<file path="config.mk">
export PLATFORM = sky130hd
export DESIGN_NAME = erx_io
export DESIGN_NICKNAME = d
export VERILOG_FILES = /design/src/design/erx_pkg.sv /design/src/design/erx_byte_shifter.sv /design/src/design/erx_frame_tracker.sv /design/src/design/erx_packet_former.sv /design/src/design/erx_io.sv
export SDC_FILE = /design/constraint.sdc
export NUM_CORES = 1
export LEC_CHECK = 0
export ABC_AREA = 1
export BUFFER_PORTS_ARGS = -buffer_cell sky130_fd_sc_hd__buf_2
export CORE_ASPECT_RATIO = 1.2
export CORE_MARGIN = 2
export CORE_UTILIZATION = 30
export DETAILED_ROUTE_END_ITERATION = 6
export PLACE_DENSITY = 0.53
export SYNTH_ARGS = -nofsm -noshare
export SYNTH_HDL_FRONTEND = slang
export SYNTH_SLANG_ARGS = --single-unit
</file>
<file path="constraint.sdc">
create_clock -name rx_lclk -period 4.68 [get_ports rx_lclk]
set_input_delay 0.468 -clock rx_lclk [delete_from_list [all_inputs] [get_ports rx_lclk]]
set_output_delay 0.468 -clock rx_lclk [all_outputs]
set_load 0.1 [all_outputs]
</file>
<file path="src/design/erx_pkg.sv">
// link receiver shared definitions
// sizes, frame codes and the sampled transaction layout
package erx_pkg;

   //############################
   // sizes
   //############################

   // mesh packet width
   localparam int PW = 104;
   // body shift register, 12 bytes
   localparam int BODY_W = 96;
   // body cycles per packet, also the counter limit
   localparam int BODY_WORDS = 6;
   // body counter width
   localparam int CNT_W = 3;

   //############################
   // frame codes
   //############################

   localparam logic [1:0] FRAME_IDLE = 2'b00;
   localparam logic [1:0] FRAME_START = 2'b01;
   localparam logic [1:0] FRAME_BODY = 2'b11;
   // 2'b10 is treated as idle as well

   //############################
   // sampled transaction
   //############################

   // field view in wire order, header byte on top
   typedef struct packed {
      logic [3:0]  ctrlmode;
      logic [31:0] dstaddr;
      logic [1:0]  datamode;
      logic        write;
      logic        access;
      logic [31:0] data;
      logic [31:0] srcaddr;
   } erx_sample_fields_t;

   // raw byte view for the shifter, field view for the former
   typedef union packed {
      logic [PW-1:0]      raw;
      erx_sample_fields_t fields;
   } erx_sample_u;

endpackage

</file>
<file path="src/design/erx_byte_shifter.sv">
// link receiver byte shifter
// pipes the link word and assembles the header byte and 96-bit body
`timescale 1ns/100ps

module erx_byte_shifter (
   input  logic                rx_lclk,
   input  logic                arst_n,
   input  logic [1:0]          rx_frame,
   input  logic [15:0]         rx_word,
   output erx_pkg::erx_sample_u sample
);

   import erx_pkg::*;

   // pipe stage copies
   logic [1:0]  frame_q;
   logic [15:0] word_q;

   //############################
   // input pipe stage
   //############################

   // frame is control, cleared to idle
   always_ff @(posedge rx_lclk or negedge arst_n)
   begin
      if (!arst_n)
      begin
         frame_q <= FRAME_IDLE;
      end
      else
      begin
         frame_q <= rx_frame;
      end
   end

   // word is payload only
   always_ff @(posedge rx_lclk)
   begin
      word_q <= rx_word;
   end

   //############################
   // byte assembly
   //############################

   // header byte sits above the body in the raw view
   always_ff @(posedge rx_lclk)
   begin
      case (frame_q)
         FRAME_START:
         begin
            // header rides in the low lane, body untouched
            sample.raw[PW-1:BODY_W] <= word_q[7:0];
         end
         FRAME_BODY:
         begin
            // upper lane is the older byte, so it lands higher
            sample.raw[BODY_W-1:0] <= {sample.raw[BODY_W-17:0], word_q};
         end
         default:
         begin
            // idle and 10 just hold
            sample.raw <= sample.raw;
         end
      endcase
   end

endmodule

</file>
<file path="src/design/erx_frame_tracker.sv">
// link receiver frame tracker
// counts body words, pulses packet completion and tracks burst state
`timescale 1ns/100ps

module erx_frame_tracker (
   input  logic       rx_lclk,
   input  logic       arst_n,
   input  logic [1:0] rx_frame,
   output logic       packet_done,
   output logic       burst_detect
);

   import erx_pkg::*;

   // own pipe stage, in step with the shifter
   logic [1:0]       frame_q;
   // body words seen in the current packet
   logic [CNT_W-1:0] body_cnt;

   //############################
   // frame pipe stage
   //############################

   always_ff @(posedge rx_lclk or negedge arst_n)
   begin
      if (!arst_n)
      begin
         frame_q <= FRAME_IDLE;
      end
      else
      begin
         frame_q <= rx_frame;
      end
   end

   //############################
   // body counter
   //############################

   // wraps on the sixth body word so a burst keeps counting
   always_ff @(posedge rx_lclk or negedge arst_n)
   begin
      if (!arst_n)
      begin
         body_cnt    <= '0;
         packet_done <= 1'b0;
      end
      else if (frame_q == FRAME_BODY)
      begin
         if (body_cnt == CNT_W'(BODY_WORDS - 1))
         begin
            body_cnt    <= '0;
            packet_done <= 1'b1;
         end
         else
         begin
            body_cnt    <= body_cnt + 1'b1;
            packet_done <= 1'b0;
         end
      end
      else
      begin
         // start or idle drops any partial packet
         body_cnt    <= '0;
         packet_done <= 1'b0;
      end
   end

   //############################
   // burst state
   //############################

   // set one edge after completion, so the former still sees the
   // old value for the packet that just finished
   always_ff @(posedge rx_lclk or negedge arst_n)
   begin
      if (!arst_n)
      begin
         burst_detect <= 1'b0;
      end
      else if (frame_q != FRAME_BODY)
      begin
         burst_detect <= 1'b0;
      end
      else if (packet_done)
      begin
         // frame still in body, next packet is a burst
         burst_detect <= 1'b1;
      end
   end

endmodule

</file>
<file path="src/design/erx_packet_former.sv">
// link receiver packet former
// remaps the sampled fields into the mesh packet layout on completion
`timescale 1ns/100ps

module erx_packet_former (
   input  logic                 rx_lclk,
   input  logic                 arst_n,
   input  erx_pkg::erx_sample_u sample,
   input  logic                 packet_done,
   input  logic                 burst_detect,
   output logic                 rx_access,
   output logic                 rx_burst,
   output logic [erx_pkg::PW-1:0] rx_packet
);

   //############################
   // access strobe
   //############################

   // one pulse per completed packet, no back-pressure
   always_ff @(posedge rx_lclk or negedge arst_n)
   begin
      if (!arst_n)
      begin
         rx_access <= 1'b0;
      end
      else
      begin
         rx_access <= packet_done;
      end
   end

   //############################
   // packet capture
   //############################

   // packet and burst flag hold until the next capture
   always_ff @(posedge rx_lclk or negedge arst_n)
   begin
      if (!arst_n)
      begin
         rx_burst  <= 1'b0;
         rx_packet <= '0;
      end
      else if (packet_done)
      begin
         rx_burst <= burst_detect;
         // mesh order, srcaddr on top down to access at bit 0
         rx_packet <= {sample.fields.srcaddr,
                       sample.fields.data,
                       sample.fields.dstaddr,
                       sample.fields.ctrlmode,
                       sample.fields.datamode,
                       sample.fields.write,
                       sample.fields.access};
      end
   end

endmodule

</file>
<file path="src/design/erx_io.sv">
// link receiver core top
// joins the byte shifter, frame tracker and packet former
`timescale 1ns/100ps

module erx_io (
   input  logic                   rx_lclk,
   input  logic                   arst_n,
   input  logic [1:0]             rx_frame,
   input  logic [15:0]            rx_word,
   output logic                   rx_access,
   output logic                   rx_burst,
   output logic [erx_pkg::PW-1:0] rx_packet
);

   import erx_pkg::*;

   // assembled bytes, shifter to former
   erx_sample_u sample;
   // completion and burst, tracker to former
   logic        packet_done;
   logic        burst_detect;

   //############################
   // datapath and control
   //############################

   // both take the raw frame and pipe it themselves
   erx_byte_shifter erx_byte_shifter_inst (
      .rx_lclk  (rx_lclk),
      .arst_n   (arst_n),
      .rx_frame (rx_frame),
      .rx_word  (rx_word),
      .sample   (sample)
   );

   erx_frame_tracker erx_frame_tracker_inst (
      .rx_lclk      (rx_lclk),
      .arst_n       (arst_n),
      .rx_frame     (rx_frame),
      .packet_done  (packet_done),
      .burst_detect (burst_detect)
   );

   // output stage
   erx_packet_former erx_packet_former_inst (
      .rx_lclk      (rx_lclk),
      .arst_n       (arst_n),
      .sample       (sample),
      .packet_done  (packet_done),
      .burst_detect (burst_detect),
      .rx_access    (rx_access),
      .rx_burst     (rx_burst),
      .rx_packet    (rx_packet)
   );

endmodule

</file>
==> results of run 1 <==
==> kinds of logic (layout without fill, tap and decap cells) <==
kind of cell | Yosys count | after routing | share of synthesized area (%)
buffers and inverters | 28 | 178 | 2.359
AOI/OAI and AO/OA | 1 | 1 | 0.06502
DFF | 233 | 233 | 81.55
and+or+nand+nor | 328 | 328 | 16.03
==> routing by layer <==
metal / routed length (um) / global-route usage [%] / up-vias
met5: 0 / 0 / -
met4: 431 / 4.206 / 0
met3: 745 / 2.152 / 30
met2: 7240 / 19.25 / 105
met1: 6544 / 14.27 / 2153
li1: - / - / 2155
==> worst max-delay path by stage <==
stage	from	to	slack, ps	cells after the start
2_1_floorplan	erx_frame_tracker_inst.frame_q[0]$_DFF_PN0_	erx_byte_shifter_inst.sample[0]$_DFFE_PP_	1930	2
3_3_place_gp	erx_frame_tracker_inst.frame_q[0]$_DFF_PN0_	erx_byte_shifter_inst.sample[5]$_DFFE_PP_	2610	3
3_5_place_dp	erx_frame_tracker_inst.frame_q[0]$_DFF_PN0_	erx_byte_shifter_inst.sample[5]$_DFFE_PP_	2570	3
4_1_cts	erx_frame_tracker_inst.frame_q[0]$_DFF_PN0_	erx_byte_shifter_inst.sample[85]$_DFFE_PP_	2560	3
5_1_grt	erx_frame_tracker_inst.frame_q[0]$_DFF_PN0_	erx_byte_shifter_inst.sample[21]$_DFFE_PP_	2430	3
6_report	erx_frame_tracker_inst.frame_q[0]$_DFF_PN0_	erx_byte_shifter_inst.sample[5]$_DFFE_PP_	2610	3
==> placed cells by master (no fill, tap or decap) <==
master / netlist / routed
buf_4: 1 / 3
buf_2: 14 / 124
clkbuf_16: 0 / 25
bufinv_16: 0 / 2
clkbuf_8: 0 / 4
nor2_1: 6 / 6
clkinv_1: 0 / 1
dfxtp_1: 16 / 16
clkinv_2: 0 / 7
inv_1: 4 / 3
dfrtp_1: 113 / 112
a21oi_1: 1 / 1
clkbuf_1: 1 / 4
edfxtp_1: 104 / 104
dfrtp_4: 0 / 1
dlygate4sd3_1: 0 / 1
inv_6: 0 / 1
nor3_1: 1 / 1
nand2_1: 321 / 321
buf_6: 7 / 1
inv_4: 1 / 2
==> worst reg2reg max path, stage by stage, from the launching register on <==
cell and delay, ps:
dfrtp_1 350, nand2_1 130, inv_4 630, buf_4 600
==> power by group through the flow <==
stage	sequential, mW	clock, mW	combinational, mW
global route	2.23	2.06	0.121
global placement	2.26	0	0.112
CTS	2.22	1.98	0.115
floorplan	2.30	0	0.0192
detailed placement	2.26	0	0.114
finish	2.22	1.91	0.110
==> state kept, by name (all words and copies together), names as in the netlist, 2 cells and up <==
signal,cells
erx_frame_tracker_inst.body_cnt,3
erx_packet_former_inst.rx_packet,104
erx_frame_tracker_inst.frame_q,2
erx_byte_shifter_inst.word_q,16
erx_byte_shifter_inst.sample,104
==> cell type report <==
class                           instances  share of cell area, %
Timing Repair Buffer                  129                  7.056
Sequential cell                       233                  66.64
Multi-Input combinational cell        329                  13.14
Tap cell                              330                  4.385
Clock buffer                           33                  7.388
Inverter                                5                 0.2525
Clock inverter                         11                  1.143
==> impl_metrics.env, run 1 <==
export IMPL_cts_buffers=24
export IMPL_p_sw_uw=882.8
export IMPL_track_usage_pct=11.27
export IMPL_routed_via_density=4.152
export IMPL_endpoint_kind="register"
export IMPL_diodes=0
export IMPL_fin_util_pct=37.10
export IMPL_drive_above_1_share_pct=22.97
export IMPL_dr_first_iter_drc_count=220
export IMPL_finalCriticalPeriod_ps=2075
export IMPL_slew_headroom_pct=26.33
export IMPL_rr_startpoint="erx_frame_tracker_inst.frame_q[0]$_DFF_PN0_"
export IMPL_whs_ps=56.49
export IMPL_ys_types=13
export IMPL_pre_cts_ws_ps=2571
export IMPL_cp_required_ps=4840
export IMPL_critPathArrivalTime_ps=2240
export IMPL_worstSetupPathType="register to register"
export IMPL_die_w_um=150.2
export IMPL_p_per_area_nw_per_um2=450.7
export IMPL_setup_slack_ps=2605
export IMPL_min_from="rx_word[7]"
export IMPL_cts_resized=0
export IMPL_syn_area_per_cell_sq_um=13.03
export IMPL_place_area_sq_um=8603
export IMPL_yosys_area_top_type="edfxtp_1"
export IMPL_ant_nets=0
export IMPL_synth_cells=590
export IMPL_cts_hold_buf=1
export IMPL_tightest_slew_ps=1105
export IMPL_cp_start_kind="register"
export IMPL_fill_cells=2475
export IMPL_grt_antenna_before_repair=0
export IMPL_crit_chain="nand2_1 > inv_4 > buf_4"
export IMPL_grt_pass1_wl_mm=23.95
export IMPL_seq_area_sq_um=6275
export IMPL_drt_drc_violations_left=0
export IMPL_grt_pass1_vias=4568
export IMPL_pwr_share_seq_pct=52.3
export IMPL_synthArstFlopShare_pct=48.50
export IMPL_power_leakage_nw=4.685
export IMPL_syn_nets=610
export IMPL_ys_seq_elements=233
export IMPL_synth_top_area_share_pct=40.61
export IMPL_final_setup_tns_ps=0
export IMPL_multi_input_area_sq_um=1237
export IMPL_clockPowerShare_pct=45.1
export IMPL_synth_edf_count=104
export IMPL_stdcell_count=1070
export IMPL_status="completed"
export IMPL_whs_endpoint="erx_byte_shifter_inst.word_q[7]$_DFF_P_"
export IMPL_start_util_pct=30.29
export IMPL_synth_area_sq_um=7690
export IMPL_p_sw_share_pct=20.80
export IMPL_reg2reg_slack_ps=2610
export IMPL_ys_warnings_count=0
export IMPL_cp_top_family="buffers and inverters"
export IMPL_gp_congestion=0.7020
export IMPL_ioPinCount=126
export IMPL_crit_fanout=65
export IMPL_yosysSeqAreaShare_pct=81.55
export IMPL_port_buffers=125
export IMPL_path_clk_slew_ps=60
export IMPL_timing_final_crit_share_pct=44.33
export IMPL_final_nets=742
export IMPL_cts_tree="built"
export IMPL_setup_viol=0
export IMPL_cap_violations=0
export IMPL_drtPass1Iterations=4
export IMPL_placed_cells=1025
export IMPL_hold_viol=0
export IMPL_dieArea_sq_um=26940
export IMPL_max_freq_mhz=482.0
export IMPL_fin_area_sq_um=9417
export IMPL_core_sq_um=25380
export IMPL_fin_skew_ps=5.319
export IMPL_hold_depth=1
export IMPL_rsz0062_at_grt="no"
export IMPL_post_cts_buffers=0
export IMPL_routedWlPerCell_um=13.98
export IMPL_irDropWorstVdd_mv=0.2383
export IMPL_drv_slew=0
export IMPL_area_growth_pct=22.45
export IMPL_cpMaxStageDelayCell="inv_4"
export IMPL_synth_most_common_cell="nand2_1"
export IMPL_detailed_place_hpwl_mm=8.699
export IMPL_cts_sinks=233
export IMPL_cpPeakStageDelay_ps=630
export IMPL_grt_max_degree=106
export IMPL_power_total_mw=4.244
export IMPL_die_h_um=179.4
export IMPL_p_int_mw=3.361
export IMPL_r2r_end="erx_byte_shifter_inst.sample[5]$_DFFE_PP_"
export IMPL_rows=64
export IMPL_max_clock_path_buffers=3
export IMPL_cp_num_buf_inv=2
export IMPL_grt_overflow=0
export IMPL_synth_top_flop_cell="dfrtp_1"
export IMPL_synth_common_cells="nand2_1, dfrtp_1, edfxtp_1"
export IMPL_synthTopCellsByArea="edfxtp_1, dfrtp_1, nand2_1"
export IMPL_wl_mm=14.96
export IMPL_cts_root_buf="clkbuf_16"
export IMPL_comb_power_share_pct=2.6
export IMPL_vias=4443
export IMPL_reg2reg_depth=3
export IMPL_hp_class="input port to register"
export IMPL_h_tree_depth=1
export IMPL_clock_latency_ps=510
(Power assumes the default switching activity.)
==> run 2, diff against run 1 <==
Settings changed: ABC_AREA 1 to 0.
Clock period 4.68 ns to 2.1 ns, I/O delays scaled along.
==> run 2 against run 1 <==
Hold slack better by 85 ps. Utilization up 1.7 points. Global-route usage down 0.80 points. First-iteration DRC count down 36%. Via count down 19%. Final cell count down 18%. Count of clock-buffer cells in the layout up 4. Clock power up 130%. Register-to-register slack worse by 2000 ps. Critical path type is now register to output port. Largest power group unchanged.
==> impl_metrics.env, run 2 <==
export IMPL_status="completed"
export IMPL_synth_most_common_cell="dfrtp_1"
export IMPL_start_util_pct=30.52
export IMPL_post_cts_buffers=0
export IMPL_clockPowerShare_pct=46.0
export IMPL_drive_above_1_share_pct=51.73
export IMPL_busiest_layer="met2"
export IMPL_area_growth_pct=27.15
export IMPL_rsz0062_at_grt="no"
export IMPL_hp_class="input port to asynchronous set/reset pin"
export IMPL_detailed_place_hpwl_mm=8.878
export IMPL_crit_fanout=2
export IMPL_final_nets=550
export IMPL_clock_latency_ps=510
export IMPL_synth_top_area_share_pct=40.19
export IMPL_reg2reg_slack_ps=600
export IMPL_syn_nets=383
export IMPL_startpoint="erx_packet_former_inst.rx_packet[100]$_DFFE_PN0P_"
export IMPL_ys_types=16
export IMPL_synth_cells=363
export IMPL_drt_drc_violations_left=0
export IMPL_critPathArrivalTime_ps=1340
export IMPL_grt_pass1_vias=3991
export IMPL_synth_area_sq_um=7771
export IMPL_cts_buffers=25
export IMPL_slew_headroom_pct=63.80
export IMPL_whs_ps=141.7
export IMPL_hold_viol=0
export IMPL_cp_required_ps=1890
export IMPL_core_sq_um=25460
export IMPL_die_w_um=150.9
export IMPL_grt_max_degree=60
export IMPL_dr_first_iter_drc_count=141
export IMPL_finalCriticalPeriod_ps=1549
export IMPL_synth_top_flop_cell="dfrtp_1"
export IMPL_grt_antenna_before_repair=0
export IMPL_rr_startpoint="erx_frame_tracker_inst.packet_done$_DFF_PN0_"
export IMPL_fin_util_pct=38.80
export IMPL_wl_mm=13.97
export IMPL_ioPinCount=126
export IMPL_crit_chain="buf_2"
export IMPL_globalRouteMet3Util_pct=2.380
export IMPL_cp_num_buf_inv=1
export IMPL_power_leakage_nw=4.526
export IMPL_comb_power_share_pct=2.8
export IMPL_place_area_sq_um=8835
export IMPL_p_int_mw=7.688
export IMPL_cts_resized=0
export IMPL_ant_nets=0
export IMPL_ys_warnings_count=0
export IMPL_irDropWorstVdd_mv=0.5229
export IMPL_crit_cells=1
export IMPL_worstSetupEndpoint="rx_packet[100]"
export IMPL_port_buffers=125
export IMPL_reg2reg_depth=2
export IMPL_cts_tree="built"
export IMPL_dieArea_sq_um=27210
export IMPL_power_total_mw=9.651
export IMPL_synth_common_cells="dfrtp_1, edfxtp_1, mux2_2"
export IMPL_synthArstFlopShare_pct=48.50
export IMPL_path_clk_slew_ps=60
export IMPL_grt_overflow=0
export IMPL_h_tree_depth=1
export IMPL_max_freq_mhz=645.5
export IMPL_cpPeakStageDelay_ps=460
export IMPL_timing_final_crit_share_pct=73.77
export IMPL_worstSetupPathType="register to output port"
export IMPL_yosysSeqAreaShare_pct=80.70
export IMPL_grt_pass1_wl_mm=22.35
export IMPL_endpoint_kind="output port"
export IMPL_diodes=0
export IMPL_p_sw_share_pct=20.35
export IMPL_grtUsageMet1_pct=13.26
export IMPL_synthTopCellsByArea="edfxtp_1, dfrtp_1, mux2_2"
export IMPL_fin_area_sq_um=9881
export IMPL_max_clock_path_buffers=3
export IMPL_routed_via_density=4.101
export IMPL_p_per_area_nw_per_um2=976.8
export IMPL_cap_violations=0
export IMPL_drv_slew=0
export IMPL_die_h_um=180.3
export IMPL_layout_common_cells="buf_2, dfrtp_1, edfxtp_1"
export IMPL_syn_area_per_cell_sq_um=21.41
export IMPL_cp_start_kind="register"
export IMPL_pwr_share_seq_pct=51.2
export IMPL_setup_viol=0
export IMPL_met2_usage_pct=17.31
export IMPL_cpMaxStageDelayCell="buf_2"
export IMPL_tightest_slew_ps=543.0
export IMPL_setup_slack_ps=550.8
export IMPL_cts_sinks=233
export IMPL_rows=64
export IMPL_fill_cells=2395
export IMPL_final_common_cell="buf_2"
export IMPL_reg_largest_list="erx_byte_shifter_inst.sample (104), erx_packet_former_inst.rx_packet (104), erx_byte_shifter_inst.word_q (16)"
export IMPL_track_usage_pct=10.47
export IMPL_fin_skew_ps=10.47
export IMPL_cts_root_buf="clkbuf_16"
export IMPL_cp_top_family="buffers and inverters"
export IMPL_gp_congestion=0.7516
export IMPL_r2r_end="erx_packet_former_inst.rx_packet[7]$_DFFE_PN0P_"
export IMPL_vias=3605
export IMPL_routedWlPerCell_um=15.89
export IMPL_pre_cts_ws_ps=597.2
export IMPL_drtPass1Iterations=4
export IMPL_p_sw_mw=1.964
export IMPL_ys_seq_elements=233
export IMPL_synth_edf_count=104
export IMPL_yosys_area_top_type="edfxtp_1"
[run 2: worst min-delay path by stage]
stage            from                                                to  slack (ps)  depth (start not counted)
3_5_place_dp   arst_n  erx_packet_former_inst.rx_packet[39]$_DFFE_PN0P_         150                          1
4_1_cts        arst_n      erx_frame_tracker_inst.packet_done$_DFF_PN0_         140                          2
5_1_grt        arst_n      erx_frame_tracker_inst.packet_done$_DFF_PN0_         170                          2
2_1_floorplan  arst_n      erx_frame_tracker_inst.body_cnt[0]$_DFF_PN0_         -90                          0
3_3_place_gp   arst_n  erx_packet_former_inst.rx_packet[39]$_DFFE_PN0P_         140                          1
6_report       arst_n  erx_packet_former_inst.rx_packet[39]$_DFFE_PN0P_         140                          2
[run 2: logic make-up after synthesis]
family	share of synthesized area (%)
compound gates	0.1288
simple gates	0.7729
flops	80.70
buf+inv	1.304
mux	17.10
[run 2: final cells by class]
cell class	count	area, sq um	area share (%)
repair buffers	152	928.4	9.396
inverters	1	7.507	0.07598
well taps	330	412.9	4.179
clock buffers	37	750.7	7.598
flip-flops and latches	233	6275	63.51
multi-input cells	117	1401	14.18
clock inverters	9	105.1	1.064
[run 2: per-stage QoR]
stage,std cells,setup TNS [ps]
after global routing,879,0
after CTS,879,0
after floorplan,363,-18230
final,879,0
after global placement,814,0
after detailed placement,814,0
[run 2: routing by layer]
metal	vias up	wire length, um
li1	1664	-
met1	1822	5948
met5	-	0
met4	0	466
met2	88	6846
met3	31	709
[run 2: repair_timing]
item	in CTS	in global routing
setup endpoints to repair	0	0
endpoints found under the hold margin	39	0
hold buffers	19	0
[run 2: power groups by stage]
| stage | logic [mW] | clock network (mW) | registers, mW |
|---|---|---|---|
| after floorplan | 0.0493 | 0 | 5.11 |
| after global placement | 0.249 | 0 | 5.03 |
| after detailed placement | 0.256 | 0 | 5.03 |
| after CTS | 0.284 | 4.60 | 4.94 |
| after global routing | 0.299 | 4.79 | 4.95 |
| final | 0.274 | 4.44 | 4.94 |
